**src/snake_pkg.sv**
```systemverilog
`default_nettype none

package snake_pkg;

    // playfield size in tiles, the outer ring of tiles is the border
    localparam int grid_w = 16;
    localparam int grid_h = 12;

    typedef struct packed {
        logic [3:0] x;
        logic [3:0] y;
    } coord_t;

    // tile contents as stored per tile and sent to the display writer
    typedef enum logic [2:0] {
        tile_empty  = 3'd0,
        tile_border = 3'd1,
        tile_head   = 3'd2,
        tile_body   = 3'd3,
        tile_apple  = 3'd4
    } obj_code_t;

    typedef enum logic [1:0] {
        dir_right = 2'd0,
        dir_left  = 2'd1,
        dir_up    = 2'd2,
        dir_down  = 2'd3
    } dir_t;

    // one redraw request for a single tile
    typedef struct packed {
        coord_t    pos;
        obj_code_t code;
    } tile_update_t;

    // both the death check and the tile classification need the same edge test
    function automatic logic on_border(coord_t c);
        logic edge_x;
        logic edge_y;
        edge_x = (c.x == 4'd0) || (c.x == 4'(grid_w - 1));
        edge_y = (c.y == 4'd0) || (c.y == 4'(grid_h - 1));
        return edge_x || edge_y;
    endfunction

endpackage

`default_nettype wire
```
**src/snake_top.sv**
```systemverilog
`timescale 1ns/1ps
`default_nettype none

module snake_top
    import snake_pkg::*;
#(
    parameter int max_len = 16
) (
    input  logic         clk,
    input  logic         nrst,
    input  logic         enable,
    input  logic         step,
    input  dir_t         dir,
    input  coord_t       apple_pos,
    output logic         diff,
    output tile_update_t update,
    output logic         dead,
    output logic         ate,
    output logic [4:0]   length
);

    coord_t [max_len-1:0] segs;
    coord_t               cursor;
    logic                 is_border;
    logic                 is_head;
    logic                 is_body;
    logic                 is_apple;

    snake_body #(
        .max_len(max_len)
    ) u_body (
        .clk      (clk),
        .nrst     (nrst),
        .step     (step),
        .dir      (dir),
        .apple_pos(apple_pos),
        .segs     (segs),
        .length   (length),
        .dead     (dead),
        .ate      (ate)
    );

    cell_lookup #(
        .max_len(max_len)
    ) u_lookup (
        .cursor   (cursor),
        .segs     (segs),
        .length   (length),
        .apple_pos(apple_pos),
        .border   (is_border),
        .head     (is_head),
        .body     (is_body),
        .apple    (is_apple)
    );

    frame_tracker u_tracker (
        .clk   (clk),
        .nrst  (nrst),
        .enable(enable),
        .border(is_border),
        .head  (is_head),
        .body  (is_body),
        .apple (is_apple),
        .cursor(cursor),
        .diff  (diff),
        .update(update)
    );

endmodule

`default_nettype wire

```
**src/frame_tracker.sv**
```systemverilog
`timescale 1ns/1ps
`default_nettype none

module frame_tracker
    import snake_pkg::*;
(
    input  logic         clk,
    input  logic         nrst,
    input  logic         enable,
    input  logic         border,
    input  logic         head,
    input  logic         body,
    input  logic         apple,
    output coord_t       cursor,
    output logic         diff,
    output tile_update_t update
);

    localparam logic [3:0] last_x  = 4'(grid_w - 1);
    localparam logic [3:0] last_y  = 4'(grid_h - 1);
    localparam int         n_tiles = grid_w * grid_h;

    // last code reported for every tile, indexed row first
    obj_code_t tile_mem [grid_h][grid_w];

    obj_code_t new_code;
    obj_code_t old_code;
    logic      changed;
    coord_t    next_cursor;
    logic [7:0] visits_since;
    logic      reported;

    always_comb begin
        next_cursor = cursor;
        if (cursor.x == last_x) begin
            next_cursor.x = 4'd0;
            if (cursor.y == last_y) begin
                next_cursor.y = 4'd0;
            end else begin
                next_cursor.y = cursor.y + 4'd1;
            end
        end else begin
            next_cursor.x = cursor.x + 4'd1;
        end
    end

    // border wins over a dead head that ran into the wall
    always_comb begin
        if (border) begin
            new_code = tile_border;
        end else if (head) begin
            new_code = tile_head;
        end else if (body) begin
            new_code = tile_body;
        end else if (apple) begin
            new_code = tile_apple;
        end else begin
            new_code = tile_empty;
        end
    end

    assign old_code = tile_mem[cursor.y][cursor.x];
    assign changed  = enable && (new_code != old_code);

    always_ff @(posedge clk or negedge nrst) begin
        if (!nrst) begin
            cursor <= '0;
        end else if (enable) begin
            cursor <= next_cursor;
        end
    end

    always_ff @(posedge clk or negedge nrst) begin
        if (!nrst) begin
            for (int r = 0; r < grid_h; r++) begin
                for (int c = 0; c < grid_w; c++) begin
                    tile_mem[r][c] <= tile_empty;
                end
            end
        end else if (changed) begin
            tile_mem[cursor.y][cursor.x] <= new_code;
        end
    end

    // update keeps the last change so the writer can sample it late
    always_ff @(posedge clk or negedge nrst) begin
        if (!nrst) begin
            diff   <= 1'b0;
            update <= '0;
        end else begin
            diff <= changed;
            if (changed) begin
                update.pos  <= cursor;
                update.code <= new_code;
            end
        end
    end

    // cursor steps taken since the visit behind the last update
    always_ff @(posedge clk or negedge nrst) begin
        if (!nrst) begin
            visits_since <= '0;
            reported     <= 1'b0;
        end else if (changed) begin
            visits_since <= 8'd1;
            reported     <= 1'b1;
        end else if (enable && (visits_since != 8'hff)) begin
            visits_since <= visits_since + 8'd1;
        end
    end

    a_cursor_in_grid: assert property (
        @(posedge clk) disable iff (!nrst)
        (cursor.x <= last_x) && (cursor.y <= last_y)
    );

    // a tile may report again only after the cursor went once around the grid
    a_no_repeat_within_scan: assert property (
        @(posedge clk) disable iff (!nrst)
        changed && reported && (cursor == update.pos) |-> (visits_since >= 8'(n_tiles))
    );

endmodule

`default_nettype wire

```
**src/cell_lookup.sv**
```systemverilog
`timescale 1ns/1ps
`default_nettype none

module cell_lookup
    import snake_pkg::*;
#(
    parameter int max_len = 16
) (
    input  coord_t                 cursor,
    input  coord_t [max_len-1:0]   segs,
    input  logic   [4:0]           length,
    input  coord_t                 apple_pos,
    output logic                   border,
    output logic                   head,
    output logic                   body,
    output logic                   apple
);

    logic [max_len-1:0] seg_match;
    logic [max_len-1:0] seg_live;

    // a segment counts only while its index is below the current length
    always_comb begin
        for (int i = 0; i < max_len; i++) begin
            seg_match[i] = (cursor == segs[i]);
            seg_live[i]  = (5'(i) < length);
        end
    end

    assign border = on_border(cursor);
    assign head   = seg_match[0];
    assign apple  = (cursor == apple_pos);

    // segment 0 is the head and is left out of the body match
    always_comb begin
        body = 1'b0;
        for (int i = 1; i < max_len; i++) begin
            if (seg_match[i] && seg_live[i]) begin
                body = 1'b1;
            end
        end
    end

endmodule

`default_nettype wire

```
**src/snake_body.sv**
```systemverilog
`timescale 1ns/1ps
`default_nettype none

module snake_body
    import snake_pkg::*;
#(
    parameter int max_len = 16
) (
    input  logic                      clk,
    input  logic                      nrst,
    input  logic                      step,
    input  dir_t                      dir,
    input  coord_t                    apple_pos,
    output coord_t [max_len-1:0]      segs,
    output logic   [4:0]              length,
    output logic                      dead,
    output logic                      ate
);

    localparam logic [4:0] max_len_w = 5'(max_len);
    localparam logic [4:0] start_len = 5'd3;

    // start position, heading right along row 5
    localparam coord_t start_head = '{x: 4'd5, y: 4'd5};
    localparam coord_t start_mid  = '{x: 4'd4, y: 4'd5};
    localparam coord_t start_tail = '{x: 4'd3, y: 4'd5};

    coord_t next_head;
    logic   hit_self;
    logic   hit_wall;
    logic   eats;
    logic   move;

    assign move = step && !dead;

    always_comb begin
        next_head = segs[0];
        case (dir)
            dir_right: next_head.x = segs[0].x + 4'd1;
            dir_left:  next_head.x = segs[0].x - 4'd1;
            dir_up:    next_head.y = segs[0].y - 4'd1;
            dir_down:  next_head.y = segs[0].y + 4'd1;
            default:   next_head = segs[0];
        endcase
    end

    // the tail leaves its tile on this same step, so it is not counted
    always_comb begin
        hit_self = 1'b0;
        for (int i = 1; i < max_len; i++) begin
            if ((5'(i) < length - 5'd1) && (next_head == segs[i])) begin
                hit_self = 1'b1;
            end
        end
    end

    assign hit_wall = on_border(next_head);
    assign eats     = (next_head == apple_pos);

    // segments past length still shift but are ignored by the lookup
    always_ff @(posedge clk or negedge nrst) begin
        if (!nrst) begin
            for (int i = 0; i < max_len; i++) begin
                segs[i] <= start_tail;
            end
            segs[0] <= start_head;
            segs[1] <= start_mid;
        end else if (move) begin
            for (int i = max_len - 1; i > 0; i--) begin
                segs[i] <= segs[i-1];
            end
            segs[0] <= next_head;
        end
    end

    always_ff @(posedge clk or negedge nrst) begin
        if (!nrst) begin
            length <= start_len;
            dead   <= 1'b0;
            ate    <= 1'b0;
        end else begin
            ate <= move && eats;
            if (move && eats && (length < max_len_w)) begin
                length <= length + 5'd1;
            end
            if (move && (hit_wall || hit_self)) begin
                dead <= 1'b1;
            end
        end
    end

    a_length_range: assert property (
        @(posedge clk) disable iff (!nrst)
        (length >= start_len) && (length <= max_len_w)
    );

    // once dead the snake is frozen whatever the step input does
    a_frozen_when_dead: assert property (
        @(posedge clk) disable iff (!nrst)
        dead |=> $stable(segs)
    );

endmodule

`default_nettype wire

```
**config.mk**
```make
export PLATFORM = sky130hd
export DESIGN_NAME = snake_top
export DESIGN_NICKNAME = d
export VERILOG_FILES = /design/src/snake_pkg.sv /design/src/snake_top.sv /design/src/frame_tracker.sv /design/src/cell_lookup.sv /design/src/snake_body.sv
export SDC_FILE = /design/constraint.sdc
export NUM_CORES = 1
export LEC_CHECK = 0
export BUFFER_PORTS_ARGS = -buffer_cell sky130_fd_sc_hd__buf_2
export CAP_MARGIN = 20
export CORE_ASPECT_RATIO = 1.25
export CORE_MARGIN = 2
export CORE_UTILIZATION = 49
export CTS_BUF_LIST = sky130_fd_sc_hd__clkbuf_8 sky130_fd_sc_hd__clkbuf_16
export DETAILED_ROUTE_END_ITERATION = 6
export GPL_TIMING_DRIVEN = 0
export SLEW_MARGIN = 0
export SYNTH_ARGS = -nofsm -noshare
export SYNTH_HDL_FRONTEND = slang
export SYNTH_SLANG_ARGS = --single-unit
```
**constraint.sdc**
```tcl
create_clock -name clk -period 9.91 [get_ports clk]
set_input_delay 0.991 -clock clk [delete_from_list [all_inputs] [get_ports clk]]
set_output_delay 0.991 -clock clk [all_outputs]
set_load 0.02 [all_outputs]
```
==> results summary <==
The wire length of the first global-routing pass came out at 233,000 microns. The routed wire length per instance came out at 33.9 microns. The number of clock buffers inserted by TritonCTS came out at 79.

The clock tree from TritonCTS is done. The max capacitance violation total is 0. The number of global-route vias before repair is 31,000. The core footprint is 77,600 sq um.

The number of post-CTS setup repair buffers is 0. The final reports fail on DRC. The peak supply drop is 253 uV. STA classifies the critical path startpoint as a register. The worst register-to-register path begins at u_tracker.cursor[2]$_DFFE_PN0P_. The relative slew slack came out at 0.156. The Yosys warning count came out at 0. The all-layer global routing usage is 0.413.

The sum of overflow across all layers after global routing is 0. The number of DRC markers after the initial detailed-route iteration is 3,975. In this run the number of H-tree levels came out at 3. The top cell family by delay on the critical path is buffers and inverters. The combined area of the multi-input logic cells came out at 17,500 sq um. Setup repair after global routing left no endpoint under its margin.

The net count after synthesis is 3,649. The share of final-layout standard cells stronger than drive strength 1 came out at 0.181. STA classifies the critical path endpoint as a register. The final number of setup-violating endpoints came out at 0. The number of placed I/O pins came out at 33.

The minimum clock period came out at 7.85 ns. For this run, the detailed router's first-pass iteration total came to 7. The cell count after synthesis came out at 3,620. Compared with the post-synthesis result, the final layout area differs by 12.4%. The critical path contains buffers and inverters numbering 8 combined. Across the whole layout, storage elements account for 18,400 sq um.

The total leakage power came out at 19.8 nW. The worst-path cell with the longest stage delay is o221ai_1. The top achievable clock speed came out at 0.127 GHz.

The root cell of the clock tree is clkbuf_16. The insertion delay of the later-clocked pin in the worst-skew pair is 0.66 ns. The worst-path maximum fanout is 10. Counting flops and latches in the post-synthesis netlist gives 731.

The depth of the most critical reg-to-reg path came out at 17. In the final timing run, aggregate negative setup slack is 0 ns. The overall routed net length came out at 165,000 microns.

The worst stage delay on the critical path is 0.80 ns. On the final layout, the worst clock skew is 0.0295 ns. The final worst-path cycle share came out at 0.792.

The flow ran to the end, but the final reports show violations. The final worst-path setup slack came out at 2.06 ns. The actual slew at the worst max-slew pin came out at 1.27 ns. The height of the chip is 317 microns.

Once placement finished, the instance area stood at 40,400 sq um. For this run, asynchronously set or reset flops after synthesis account for 1.00. The number of placement rows is 114.

The arrival time of the worst setup path came out at 8.39 ns. No sink is reached through more buffers than the 3 on the longest clock path. The routability congestion estimate came out at 1.04. For this run, the register share of the synthesized area comes to 0.477. The total count of hold-check failures in the final report is 0. The CTS sink count is 731.

The number of port buffers came out at 30. For this run, the leading register cell type out of synthesis is dfrtp_1. In this run the critical register-to-register path is captured at u_tracker.tile_mem[489]$_DFFE_PN0P_.

In this run the horizontal extent of the chip is 255 microns. The half-perimeter wire length after detailed placement is 122,000 microns. The number of hold buffers added after cts is 0. The via-per-instance ratio came out at 6.45.

The total power density per cell area came out at 335 nW/um^2. In this run the mean area of a mapped cell was 10.6 sq um. The signal on the critical path passes through buf_2, buf_2, clkbuf_1, clkbuf_1, clkbuf_1, o221ai_1, a31oi_1, mux4_2, o21ai_1, nand2_1, nand3_1, a21oi_1, buf_4, buf_2, buf_1, nor3_1, mux2_1. The total non-filler cell area in the finished layout is 43,300 sq um. The effective utilization at floorplan came out at 0.497. The summed instance area of the synthesized netlist came out at 38,500 sq um. The worst setup path is of the register to register kind. Timing analysis after detailed placement gives a worst setup slack of 2.66 ns.

The initial antenna violation count was 8. The number of vias after detailed routing is 31,400. The min-delay analysis places its worst path in the category primary input to async pin. Once the clock tree was built, the resizer swapped 0 gates to a different size.

The final-stage net count is 3,787. Counting flops with a built-in enable in the synthesized netlist gives 0. The count of final max-slew check failures came to 0. The register clock-pin slew on the reported worst setup and hold paths came out at 0.06 ns. At the worst endpoint, the required time is 10.44 ns. The number of fill cells in the layout is 6,988.

The total die area is 80,900 sq um. After detailed routing, the number of remaining DRC violations is 1. The number of nets still failing antenna checks after routing came out at 0.

The number of distinct library cells after synthesis came out at 75. For flop-to-flop paths, the worst setup slack is 2.06 ns. The maximum number of pins on one net before global-route repair came out at 120.
[stage by stage]
stage / hold slack, ns / instances / utilization / total power [W]
after detailed placement: 0.450 / 4716 / 0.520 / 0.0110
after global placement: 0.445 / 4694 / 0.515 / 0.0109
after global routing: 0.336 / 4867 / 0.558 / 0.0149
after floorplan: 0.436 / 3620 / - / 0.00820
final: 0.288 / 4875 / 0.558 / 0.0145
after CTS: 0.316 / 4862 / 0.557 / 0.0142
[routing by layer]
metal | GRT usage | share of wire | wire, microns
met1 | 0.497 | 0.36 | 59200
met2 | 0.614 | 0.44 | 72900
met3 | 0.110 | 0.096 | 15800
met4 | 0.351 | 0.11 | 17400
met5 | 0 | 0.00039 | 64
[placed cells by master, fill, tap and decap left out, types with 50 or more instances in the layout]
cell and instances:
mux4_2 94, o21ai_0 50, inv_1 314, nand2_1 541, buf_2 74, mux2_2 82, clkbuf_16 83, o31a_1 106
mux2_4 50, dfrtp_1 666, nor2_1 57, mux2i_1 123, nor3_1 125, o22ai_1 290, clkbuf_1 182, nor3_4 50
xnor2_1 200, xor2_1 66, dfstp_2 65, a31o_2 52
[state kept, by name, indices dropped and copies added, names as in the netlist]
signal              count
u_body.ate              1
u_body.dead             1
u_body.length           5
u_body.segs           128
u_tracker.cursor        8
u_tracker.diff          1
u_tracker.tile_mem    576
u_tracker.update       11
[logic make-up after synthesis]
group	after synthesis	synth area share
xor+xnor	268	0.0609
flops	731	0.477
mux	380	0.139
compound gates	677	0.125
buf+inv	601	0.0686
simple gates	948	0.124
fa+ha+maj	15	0.00507
[Yosys cell counts, drive strengths merged (20+ instances only)]
cell type	number	area (sq um)
a21oi	22	110
a22oi	35	263
a31o	52	455
buf	113	811
clkbuf	182	683
dfrtp	666	16700
dfstp	65	1710
inv	305	1140
mux2	161	2000
mux2i	125	1250
mux4	94	2120
nand2	541	2030
nand3	32	160
nand4	44	275
nor2	57	214
nor3	175	1440
o21ai	52	260
o221ai	20	175
o22ai	290	1810
o31a	106	928
xnor2	201	1760
xor2	67	587
[layout make-up]
type / count / area share
Sequential cell: 731 / 0.424
Multi-Input combinational cell: 2288 / 0.405
Clock buffer: 102 / 0.0540
Buffer: 295 / 0.0345
Tap cell: 1044 / 0.0302
Inverter: 306 / 0.0265
Timing Repair Buffer: 57 / 0.0133
Clock inverter: 44 / 0.0113
Antenna cell: 8 / 0.000462
[worst reg2reg max path, stage by stage (launching register included)]
cell and delay [ns]:
dfrtp_1 0.32, buf_2 0.35, buf_2 0.51, clkbuf_1 0.50
clkbuf_1 0.76, clkbuf_1 0.75, o221ai_1 0.81, a31oi_1 0.36
mux4_2 0.25, o21ai_1 0.11, nand2_1 0.22, nand3_1 0.08
a21oi_1 0.53, buf_4 0.30, buf_2 0.38, buf_1 0.74
nor3_1 0.34, mux2_1 0.41
[power by group]
group          switching [W]  internal, W
sequential          0.000638      0.00371
combinational        0.00474      0.00218
clock                0.00133      0.00192
total                0.00671      0.00782
[worst max path at each step]
stage,start,slack [ns],to,cells past startpoint
2_1_floorplan,dir[1],5.35,u_body.dead$_DFFE_PN0P_,16
3_3_place_gp,nrst,-8.20,u_tracker.tile_mem[203]$_DFFE_PN0P_,1
3_5_place_dp,u_tracker.cursor[2]$_DFFE_PN0P_,2.66,u_tracker.tile_mem[498]$_DFFE_PN0P_,17
4_1_cts,u_tracker.cursor[2]$_DFFE_PN0P_,2.64,u_tracker.tile_mem[489]$_DFFE_PN0P_,17
5_1_grt,u_tracker.cursor[2]$_DFFE_PN0P_,2.25,u_tracker.tile_mem[489]$_DFFE_PN0P_,17
6_report,u_tracker.cursor[2]$_DFFE_PN0P_,2.06,u_tracker.tile_mem[489]$_DFFE_PN0P_,17
Note: power is estimated with default switching activity, not from simulation.
